File: src/logic/drum_pkg.sv
`default_nettype none

package drum_pkg;

	// voice and pattern geometry
	localparam int NUM_VOICES = 4;
	localparam int NUM_STEPS  = 8;
	localparam int STEP_BITS  = 3;

	typedef logic signed [7:0] sample_t; // one voice output
	typedef logic signed [9:0] mix_t;    // four voices summed, no clipping needed
	typedef logic [7:0]        pattern_t; // bit s fires on step s
	typedef logic [7:0]        tempo_t;   // step period = (tempo + 1) beat units
	typedef logic [2:0]        cfg_addr_t;

	// configuration map
	localparam cfg_addr_t CFG_PAT0  = 3'd0;
	localparam cfg_addr_t CFG_PAT1  = 3'd1;
	localparam cfg_addr_t CFG_PAT2  = 3'd2;
	localparam cfg_addr_t CFG_PAT3  = 3'd3;
	localparam cfg_addr_t CFG_TEMPO = 3'd4;

	// per-voice tables, kick, snare, hat, clap
	localparam logic [7:0] VOICE_PEAK [NUM_VOICES] = '{8'd120, 8'd100, 8'd80, 8'd60};

	// square-wave half period in sample ticks
	localparam logic [7:0] VOICE_HALF [NUM_VOICES] = '{8'd8, 8'd4, 8'd2, 8'd1};

	// level drop at every half-period edge
	localparam logic [7:0] VOICE_DECAY [NUM_VOICES] = '{8'd4, 8'd5, 8'd8, 8'd6};

endpackage

`default_nettype wire
File: src/logic/drum_machine.sv
`timescale 1ns/1ps
`default_nettype none

module drum_machine #(
	parameter int SAMPLE_DIV = 1042,  // about 48 kHz from 50 MHz
	parameter int BEAT_UNIT  = 62500
) (
	input  logic                            clk,
	input  logic                            rst_n,
	input  logic                            play,
	input  logic                            cfg_valid,
	input  drum_pkg::cfg_addr_t             cfg_addr,
	input  logic [7:0]                      cfg_data,
	output logic                            cfg_ready,
	input  logic                            audio_ready,
	output logic                            audio_valid,
	output drum_pkg::mix_t                  audio_data,
	output logic [drum_pkg::NUM_VOICES-1:0] trig,
	output logic [drum_pkg::STEP_BITS-1:0]  step
);
	import drum_pkg::*;

	pattern_t pat0, pat1, pat2, pat3;
	tempo_t   tempo;
	logic     sample_tick;
	logic     step_tick;
	// voice outputs into the mixer
	sample_t  kick_sample, snare_sample, hat_sample, clap_sample;

	tempo_timer #(
		.SAMPLE_DIV(SAMPLE_DIV),
		.BEAT_UNIT (BEAT_UNIT)
	) i_timer (
		.clk        (clk),
		.rst_n      (rst_n),
		.play       (play),
		.tempo      (tempo),
		.sample_tick(sample_tick),
		.step_tick  (step_tick)
	);

	pattern_regs i_regs (
		.clk      (clk),
		.rst_n    (rst_n),
		.cfg_valid(cfg_valid),
		.cfg_ready(cfg_ready),
		.cfg_addr (cfg_addr),
		.cfg_data (cfg_data),
		.pat0     (pat0),
		.pat1     (pat1),
		.pat2     (pat2),
		.pat3     (pat3),
		.tempo    (tempo)
	);

	step_sequencer i_seq (
		.clk      (clk),
		.rst_n    (rst_n),
		.play     (play),
		.step_tick(step_tick),
		.pat0     (pat0),
		.pat1     (pat1),
		.pat2     (pat2),
		.pat3     (pat3),
		.trig     (trig),
		.step     (step)
	);

	voice_player #(.VOICE(0)) i_kick (
		.clk(clk), .rst_n(rst_n), .sample_tick(sample_tick),
		.trig(trig[0]), .sample(kick_sample)
	);

	voice_player #(.VOICE(1)) i_snare (
		.clk(clk), .rst_n(rst_n), .sample_tick(sample_tick),
		.trig(trig[1]), .sample(snare_sample)
	);

	voice_player #(.VOICE(2)) i_hat (
		.clk(clk), .rst_n(rst_n), .sample_tick(sample_tick),
		.trig(trig[2]), .sample(hat_sample)
	);

	voice_player #(.VOICE(3)) i_clap (
		.clk(clk), .rst_n(rst_n), .sample_tick(sample_tick),
		.trig(trig[3]), .sample(clap_sample)
	);

	voice_mixer i_mixer (
		.clk        (clk),
		.rst_n      (rst_n),
		.sample_tick(sample_tick),
		.s0         (kick_sample),
		.s1         (snare_sample),
		.s2         (hat_sample),
		.s3         (clap_sample),
		.audio_ready(audio_ready),
		.audio_valid(audio_valid),
		.audio_data (audio_data)
	);

endmodule

`default_nettype wire

File: src/logic/voice_mixer.sv
`timescale 1ns/1ps
`default_nettype none

module voice_mixer (
	input  logic              clk,
	input  logic              rst_n,
	input  logic              sample_tick,
	input  drum_pkg::sample_t s0,
	input  drum_pkg::sample_t s1,
	input  drum_pkg::sample_t s2,
	input  drum_pkg::sample_t s3,
	input  logic              audio_ready,
	output logic              audio_valid,
	output drum_pkg::mix_t    audio_data
);
	import drum_pkg::*;

	mix_t mix_sum;

	// sign-extend before adding, four 8-bit voices fit in 10 bits
	assign mix_sum = mix_t'(s0) + mix_t'(s1) + mix_t'(s2) + mix_t'(s3);

	always_ff @(posedge clk)
	begin
		if (!rst_n)
			audio_valid <= 1'b0;
		else if (sample_tick)
			audio_valid <= 1'b1; // new frame, old one dropped if still pending
		else if (audio_ready)
			audio_valid <= 1'b0;
	end

	always_ff @(posedge clk)
	begin
		if (sample_tick)
			audio_data <= mix_sum;
	end

endmodule

`default_nettype wire

File: src/logic/voice_player.sv
`timescale 1ns/1ps
`default_nettype none

module voice_player #(
	parameter int VOICE = 0
) (
	input  logic              clk,
	input  logic              rst_n,
	input  logic              sample_tick,
	input  logic              trig,
	output drum_pkg::sample_t sample
);
	import drum_pkg::*;

	localparam logic [7:0] PEAK  = VOICE_PEAK[VOICE];
	localparam logic [7:0] HALF  = VOICE_HALF[VOICE];
	localparam logic [7:0] DECAY = VOICE_DECAY[VOICE];

	logic [7:0] level;     // envelope magnitude
	logic [7:0] half_cnt;  // sample ticks into the current half period
	logic       phase_neg;
	logic       half_end;

	assign half_end = (half_cnt == HALF - 8'd1);

	// level never exceeds 127, so the signed view is exact
	assign sample = phase_neg ? -sample_t'(level) : sample_t'(level);

	always_ff @(posedge clk)
	begin
		if (!rst_n)
		begin
			level     <= '0;
			half_cnt  <= '0;
			phase_neg <= 1'b0;
		end
		else if (trig)
		begin
			// restart even in the middle of a decay
			level     <= PEAK;
			half_cnt  <= '0;
			phase_neg <= 1'b0;
		end
		else if (sample_tick)
		begin
			if (half_end)
			begin
				half_cnt  <= '0;
				phase_neg <= ~phase_neg;
				if (level > DECAY)
					level <= level - DECAY;
				else
					level <= '0; // saturate, voice goes silent
			end
			else
				half_cnt <= half_cnt + 8'd1;
		end
	end

endmodule

`default_nettype wire

File: src/logic/step_sequencer.sv
`timescale 1ns/1ps
`default_nettype none

module step_sequencer (
	input  logic                              clk,
	input  logic                              rst_n,
	input  logic                              play,
	input  logic                              step_tick,
	input  drum_pkg::pattern_t                pat0,
	input  drum_pkg::pattern_t                pat1,
	input  drum_pkg::pattern_t                pat2,
	input  drum_pkg::pattern_t                pat3,
	output logic [drum_pkg::NUM_VOICES-1:0]   trig,
	output logic [drum_pkg::STEP_BITS-1:0]    step
);
	import drum_pkg::*;

	logic                  play_q;
	logic                  play_rise;
	logic                  fire;     // step just changed, trigger on next edge
	logic [NUM_VOICES-1:0] hit;

	assign play_rise = play & ~play_q;

	// pattern bits at the current step, voice 0 in bit 0
	assign hit = {pat3[step], pat2[step], pat1[step], pat0[step]};

	always_ff @(posedge clk)
	begin
		if (!rst_n)
			play_q <= 1'b0;
		else
			play_q <= play;
	end

	always_ff @(posedge clk)
	begin
		if (!rst_n || !play)
		begin
			step <= '0;
			fire <= 1'b0;
			trig <= '0;
		end
		else
		begin
			fire <= play_rise | step_tick;
			if (play_rise)
				step <= '0; // restart from the top of the bar
			else if (step_tick)
			begin
				if (step == STEP_BITS'(NUM_STEPS - 1))
					step <= '0;
				else
					step <= step + 1'b1;
			end
			trig <= fire ? hit : '0; // one-cycle pulse
		end
	end

endmodule

`default_nettype wire

File: src/logic/pattern_regs.sv
`timescale 1ns/1ps
`default_nettype none

module pattern_regs (
	input  logic                clk,
	input  logic                rst_n,
	input  logic                cfg_valid,
	output logic                cfg_ready,
	input  drum_pkg::cfg_addr_t cfg_addr,
	input  logic [7:0]          cfg_data,
	output drum_pkg::pattern_t  pat0,
	output drum_pkg::pattern_t  pat1,
	output drum_pkg::pattern_t  pat2,
	output drum_pkg::pattern_t  pat3,
	output drum_pkg::tempo_t    tempo
);
	import drum_pkg::*;

	logic accept;

	assign accept = cfg_valid & cfg_ready;

	// one idle cycle after every accepted write
	always_ff @(posedge clk)
	begin
		if (!rst_n)
			cfg_ready <= 1'b0;
		else
			cfg_ready <= ~accept;
	end

	always_ff @(posedge clk)
	begin
		if (!rst_n)
		begin
			pat0  <= '0;
			pat1  <= '0;
			pat2  <= '0;
			pat3  <= '0;
			tempo <= '0;
		end
		else if (accept)
		begin
			case (cfg_addr)
				CFG_PAT0:  pat0  <= cfg_data; // kick
				CFG_PAT1:  pat1  <= cfg_data; // snare
				CFG_PAT2:  pat2  <= cfg_data; // hat
				CFG_PAT3:  pat3  <= cfg_data; // clap
				CFG_TEMPO: tempo <= cfg_data;
				default:
				begin
					// unused address, write is taken and dropped
				end
			endcase
		end
	end

endmodule

`default_nettype wire

File: src/logic/tempo_timer.sv
`timescale 1ns/1ps
`default_nettype none

module tempo_timer #(
	parameter int SAMPLE_DIV = 1042,
	parameter int BEAT_UNIT  = 62500
) (
	input  logic             clk,
	input  logic             rst_n,
	input  logic             play,
	input  drum_pkg::tempo_t tempo,
	output logic             sample_tick,
	output logic             step_tick
);
	import drum_pkg::*;

	localparam int DIV_W  = (SAMPLE_DIV > 1) ? $clog2(SAMPLE_DIV) : 1;
	localparam int BEAT_W = (BEAT_UNIT > 1) ? $clog2(BEAT_UNIT) : 1;

	logic [DIV_W-1:0]  div_cnt;
	logic [BEAT_W-1:0] beat_cnt;
	tempo_t            unit_cnt; // beat units done in this step
	tempo_t            tempo_q;  // tempo latched at period start
	logic              beat_end;

	assign sample_tick = (div_cnt == DIV_W'(SAMPLE_DIV - 1));
	assign beat_end    = (beat_cnt == BEAT_W'(BEAT_UNIT - 1));
	assign step_tick   = play & beat_end & (unit_cnt == tempo_q);

	// free-running sample divider, ignores play
	always_ff @(posedge clk)
	begin
		if (!rst_n)
			div_cnt <= '0;
		else if (sample_tick)
			div_cnt <= '0;
		else
			div_cnt <= div_cnt + 1'b1;
	end

	always_ff @(posedge clk)
	begin
		if (!rst_n || !play)
		begin
			beat_cnt <= '0;
			unit_cnt <= '0;
			tempo_q  <= tempo; // next period starts from the current tempo
		end
		else if (beat_end)
		begin
			beat_cnt <= '0;
			if (unit_cnt == tempo_q)
			begin
				unit_cnt <= '0;
				tempo_q  <= tempo;
			end
			else
				unit_cnt <= unit_cnt + 1'b1;
		end
		else
			beat_cnt <= beat_cnt + 1'b1;
	end

endmodule

`default_nettype wire

File: config.mk
export PLATFORM = sky130hd
export DESIGN_NAME = drum_machine
export DESIGN_NICKNAME = d
export VERILOG_FILES = /design/src/logic/drum_pkg.sv /design/src/logic/drum_machine.sv /design/src/logic/voice_mixer.sv /design/src/logic/voice_player.sv /design/src/logic/step_sequencer.sv /design/src/logic/pattern_regs.sv /design/src/logic/tempo_timer.sv
export SDC_FILE = /design/constraint.sdc
export NUM_CORES = 1
export LEC_CHECK = 0
export ABC_AREA = 1
export BUFFER_PORTS_ARGS = -buffer_cell sky130_fd_sc_hd__buf_2
export CAP_MARGIN = 25
export CORE_UTILIZATION = 64
export DETAILED_ROUTE_END_ITERATION = 10
export PLACE_DENSITY_LB_ADDON = 0.1
export SLEW_MARGIN = 20
export SYNTH_ARGS = -nofsm -noshare
export SYNTH_HDL_FRONTEND = slang
export SYNTH_SLANG_ARGS = --single-unit
File: constraint.sdc
create_clock -name clk -period 6.3 [get_ports clk]
set_input_delay 0.63 -clock clk [delete_from_list [all_inputs] [get_ports clk]]
set_output_delay 0.63 -clock clk [all_outputs]
set_load 0.02 [all_outputs]
# Word-level counts from Yosys, hierarchy flattened
# Cells that the tools add are included.
# word_totals
reg_bits,172
elab_cells,157
inputBits,16
# op_classes
n_reduce_logical,38
order_cmp,5
n_eq_ne,11
addsub,19
bitwise,13
mux,39
# op_table
op,n
$mux W8,16
$mux W7,9
$add A8 B1 Y8 const B,5
$neg A8 Y8,4
$reduce_and A2 Y1,14
$gt A8 B3 Y1 const B,3
$sub A8 B3 Y8 const B,3
$reduce_bool A2 Y1,11
$mux W6,3
$add A16 B1 Y16 const B,1
$eq A16 B16 Y1 const B,1
$reduce_or A2 Y1,8
$bmux W1 S3,4
$add A11 B1 Y11 const B,1
$eq A11 B11 Y1 const B,1
$add A10 B8 Y10,1
$add A9 B8 Y10,1
$add A8 B8 Y9,1
$eq A8 B1 Y1 const B,1
$eq A8 B2 Y1 const B,1
$eq A8 B3 Y1 const B,1
$eq A8 B8 Y1,1
$gt A8 B4 Y1 const B,1
$logic_not A8 Y1,1
14 further kinds,32

# Logic depth before layout (Yosys ltp)
# depth
ltp_word,5
mapped_depth,18

# Cells and area by module
# Synthesis repeated with hierarchy kept, for this count alone.
# unflattened
hier_cells,1420
hier_area_um2,10234.8
# modules_own_cells
mod,cells_per_inst,seq_area_each_um2,instances,area_per_inst_um2
tempo_timer,281,940.9,1,2247.2
pattern_regs,239,820.8,1,1771.7
voice_mixer,136,320.3,1,1202.4
voice_player (i_snare),162,340.3,1,1106.1
voice_player (i_clap),162,340.3,1,1082.3
voice_player (i_kick),161,340.3,1,1067.3
voice_player (i_hat),146,340.3,1,1027.2
step_sequencer,133,180.2,1,730.7

# Worst setup path before layout
# No wires, ideal clock.
# synth_timing
kind,register to register
startpoint,reg i_clap.level[1]
endpoint,reg i_mixer.audio_data[9] (data pin)
setup_ps,252
n_path_buf,0
slack_ps,2755
period_less_slack_ps,3545
stages_incl_launch_ff,17
t_arrival_ps,3292
cell_sequence,dfxtp_1 -> inv_1 -> ha_1 -> nand2_1 -> o21ai_0 -> fa_1 -> inv_1 -> fa_1 -> inv_1 -> ha_1 -> inv_1 -> fa_1 -> o21ai_0 -> nand3_1 -> or2_2 -> nand3b_1 -> nand2_1
# synth_via
elab_chain_cells,3
# synth_lines
element,line_no,source
start: declaration,voice_player.sv:19,logic [7:0] level;
start signal: assignment,voice_player.sv:51,level <= level - DECAY;
$neg A8 Y8,voice_player.sv:27,assign sample = phase_neg ? -sample_t'(level) : sample_t'(level);
$mux W8 *,voice_player.sv:27,
$add A10 B8 Y10 *,voice_mixer.sv:21,assign mix_sum = mix_t'(s0) + mix_t'(s1) + mix_t'(s2) + mix_t'(s3);
named net i_mixer.mix_sum[9],voice_mixer.sv:18,mix_t mix_sum;
end signal: assignment,voice_mixer.sv:36,audio_data <= mix_sum;
end: declaration,voice_mixer.sv:14,output drum_pkg::mix_t audio_data
# The timed path passes the listed nets; every way through them passes the cells marked *.
# A chain may end at the register's enable or synchronous reset.

# Worst setup path in the final report
# Ends and elaborated chain as after synthesis.

==> results.sh <==
export IMPL_fillers=1258
export IMPL_finalCriticalPeriod_ns=3.98
export IMPL_routabilityCongestion=0.989
export IMPL_async_flop_share_pct=0
export IMPL_grt_ovfl_total=0
export IMPL_portBuffers=34
export IMPL_root_buffer="clkbuf_16"
export IMPL_slew_violations=0
export IMPL_fin_util_pct=71.6
export IMPL_switchingPower_mw=0.518
export IMPL_stdcell_area_mm2=0.0104
export IMPL_setup_violations=0
export IMPL_die_w_um=124
export IMPL_p_comb_share_pct=3.0
export IMPL_antenna_found_initial=0
export IMPL_finalPower_mw=2.21
export IMPL_hold_viol=0
export IMPL_synth_compound_area_share_pct=11.5
export IMPL_drt_wirelength_per_cell_um=13.1
export IMPL_htree_levels=4
export IMPL_drc=0
export IMPL_finalCritPeriodShare_pct=63.2
export IMPL_row_count=44
export IMPL_clock_sinks=172
export IMPL_insertion_delay_ns=0.44
export IMPL_max_clock_freq_ghz=0.251
export IMPL_drive_above_1_share_pct=6.89
export IMPL_postSynthNetCount=1418
export IMPL_yosysTopAreaCell="dfxtp_1"
export IMPL_p_clk_share_pct=46.2
export IMPL_dieHeight_um=124
export IMPL_start_kind="flip-flop"
export IMPL_viasPerCell=5.30
export IMPL_ant_nets=0
export IMPL_ys_flop_type="dfxtp_1"
export IMPL_ys_top_cells_by_count="nor2_1, nand2_1, inv_1"
export IMPL_route_vias_total=8364
export IMPL_pwr_share_seq_pct=50.8
export IMPL_synth_xor_area_share_pct=4.95
export IMPL_io_pin_count=35
export IMPL_peakVddDrop_mv=0.195
export IMPL_cts_resized=0
export IMPL_muxShareOfSynthArea_pct=0
export IMPL_p_per_area_mw_per_mm2=212
export IMPL_dp_hpwl_mm=14.9
export IMPL_globalRouteTotalUtil_pct=27.8
export IMPL_crit_required_ns=6.50
export IMPL_numCtsBuffers=17
export IMPL_synth_edf_count=18
export IMPL_cts_setup_buffers=0
export IMPL_synth_distinct_cells=40
export IMPL_syn_avg_cell_area_um2=7.08
export IMPL_crit_arrival_ns=4.18
export IMPL_hold_slack_ns=0.381
export IMPL_synthAdderAreaFrac_pct=8.14
export IMPL_wirelength_mm=20.7
export IMPL_die_area_mm2=0.0154
export IMPL_synth_top_family_by_area="simple AND/OR/NAND/NOR gates"
export IMPL_area_delta_synth_final_pct=8.87
export IMPL_core_mm2=0.0145
export IMPL_postSynthCellCount=1350
export IMPL_start_util_pct=65.8
export IMPL_skew_ns=0.0135
export IMPL_outcome="finished clean"
export IMPL_tightest_slew_ns=0.865
export IMPL_drtPass1Iterations=6
export IMPL_syn_area_mm2=0.00956
export IMPL_synthSimpleGateAreaFrac_pct=28.3
export IMPL_swShare_pct=23.4
export IMPL_clk_pin_slew_worst_paths_ns=0.07
export IMPL_hold_class="primary input to flip-flop"
export IMPL_p_int_mw=1.69
export IMPL_synth_most_common_cell="nor2_1"
export IMPL_grt_start_max_net_pins=50
export IMPL_grt_pass1_vias=7736
export IMPL_placed_area_mm2=0.00984
export IMPL_ys_top_cells_by_area="dfxtp_1, nor2_1, nand2_1, inv_1, o21ai_0"
export IMPL_ys_warn_count=0
export IMPL_cts_buffer_depth=2
export IMPL_grt_pass1_wl_mm=35.3
export IMPL_timing_slew_headroom_pct=42.2
export IMPL_synth_top_area_share_pct=32.3
export IMPL_crit_path_max_fanout=6
export IMPL_cts_tree="yes"
export IMPL_maxCapViolCount=0
export IMPL_cp_end_kind="flip-flop"
export IMPL_fin_nets=1449
export IMPL_drtIter0Drc=490
export IMPL_postCtsHoldBufs=0
export IMPL_yosys_register_bits=172
export IMPL_tns_ns=0
export IMPL_p_leak_nw=4.49
export IMPL_diodes=0
export IMPL_rsz0062_at_grt="no"
export IMPL_worstSetupPathType="flip-flop to flip-flop"
export IMPL_seq_area_frac_synth_pct=37.9
[path summary, 6_finish.rpt]
path | from | to | slack, ns | depth (start not counted)
worst max register to register | i_clap.level[1]$_SDFFE_PP0P_ | i_mixer.audio_data[9]$_DFFE_PP_ | 2.32 | 16
worst max-delay path | i_clap.level[1]$_SDFFE_PP0P_ | i_mixer.audio_data[9]$_DFFE_PP_ | 2.32 | 16
worst min register to register | i_regs.tempo[4]$_SDFFE_PN0P_ | i_timer.tempo_q[4]$_DFFE_PP_ | 0.44 | 0
worst min-delay path | cfg_valid | i_regs.cfg_ready$_SDFF_PN0_ | 0.38 | 2
[cells in the final DEF (no fill, tap or decap), types with 4 or more instances in the layout]
master     count
nor2_1       261
inv_6          5
nor3_1        16
nand4_1       18
clkbuf_16     17
clkinv_4       4
ha_1          35
o21ai_1        5
a211oi_1       6
fa_1          17
nand3_1       65
nand2_1      243
xor2_1        44
a21oi_1       78
nand2_2        4
nor2_2         8
inv_1        196
xnor2_1       10
o21ai_0      110
edfxtp_1      18
nand3b_1       7
dfxtp_1      154
buf_2         34
nand3_2        6
[metrics by stage]
stage	std cells	setup slack [ns]
6_report	1578	2.32
5_1_grt	1578	2.08
4_1_cts	1578	2.37
3_5_place_dp	1546	2.38
3_3_place_gp	1546	2.53
2_1_floorplan	1350	2.76
[sequential cells by signal, indices dropped and copies added, names as in the netlist, 3 cells and up]
register and count:
i_kick.level 8, i_timer.div_cnt 11, i_regs.tempo 8, i_timer.tempo_q 8
i_timer.unit_cnt 8, i_mixer.audio_data 10, i_regs.pat1 8, i_snare.level 8
i_regs.pat2 8, i_clap.half_cnt 8, i_timer.beat_cnt 16, i_seq.step 3
i_hat.level 8, i_seq.trig 4, i_clap.level 8, i_kick.half_cnt 8
i_hat.half_cnt 8, i_regs.pat3 8, i_snare.half_cnt 8, i_regs.pat0 8
[cell families after synthesis]
logic type	Yosys count
AO/OA/AOI/OAI	210
AND/OR/NAND/NOR	639
adder cells (fa/ha/maj)	52
flip-flops	172
buffers and inverters	223
XOR/XNOR	54
[metal layers]
metal | global-route usage (%) | vias to the layer above | share of wire [%] | wire length (um)
met4 | 8.43 | 0 | 1.3 | 268
met5 | 0 | - | 0 | 0
li1 | - | 4347 | - | -
met2 | 44.9 | 195 | 46 | 9580
met3 | 5.30 | 26 | 5.2 | 1080
met1 | 37.7 | 3796 | 47 | 9770
[power by group through the flow]
stage | combinational, mW | sequential, mW | clock [mW]
after floorplan | 0.0435 | 1.15 | 0
after global placement | 0.0648 | 1.15 | 0
after detailed placement | 0.0662 | 1.15 | 0
after CTS | 0.0666 | 1.12 | 1.04
after global routing | 0.0765 | 1.12 | 1.08
final | 0.0664 | 1.12 | 1.02
[critical path, cell delays in order, from the launching register on]
cell	delay, ns
dfxtp_1	0.42
inv_1	0.14
ha_1	0.30
nand2_1	0.06
o21ai_0	0.12
fa_1	0.53
inv_1	0.06
fa_1	0.46
inv_1	0.07
ha_1	0.16
inv_1	0.06
fa_1	0.41
o21ai_0	0.34
nand3_1	0.14
or2_2	0.31
nand3b_1	0.08
nand2_1	0.06
[cell type report]
cell class | instances | area [um2] | share of cell area [%]
clock buffer | 20 | 437 | 4.20
clock inverter | 12 | 126 | 1.21
inverter | 199 | 747 | 7.18
multi-input combinational | 955 | 5060 | 48.6
sequential | 172 | 3620 | 34.8
tap | 184 | 230 | 2.21
timing repair buffer | 36 | 185 | 1.78
No activity file was read; power rests on OpenSTA's default activity.
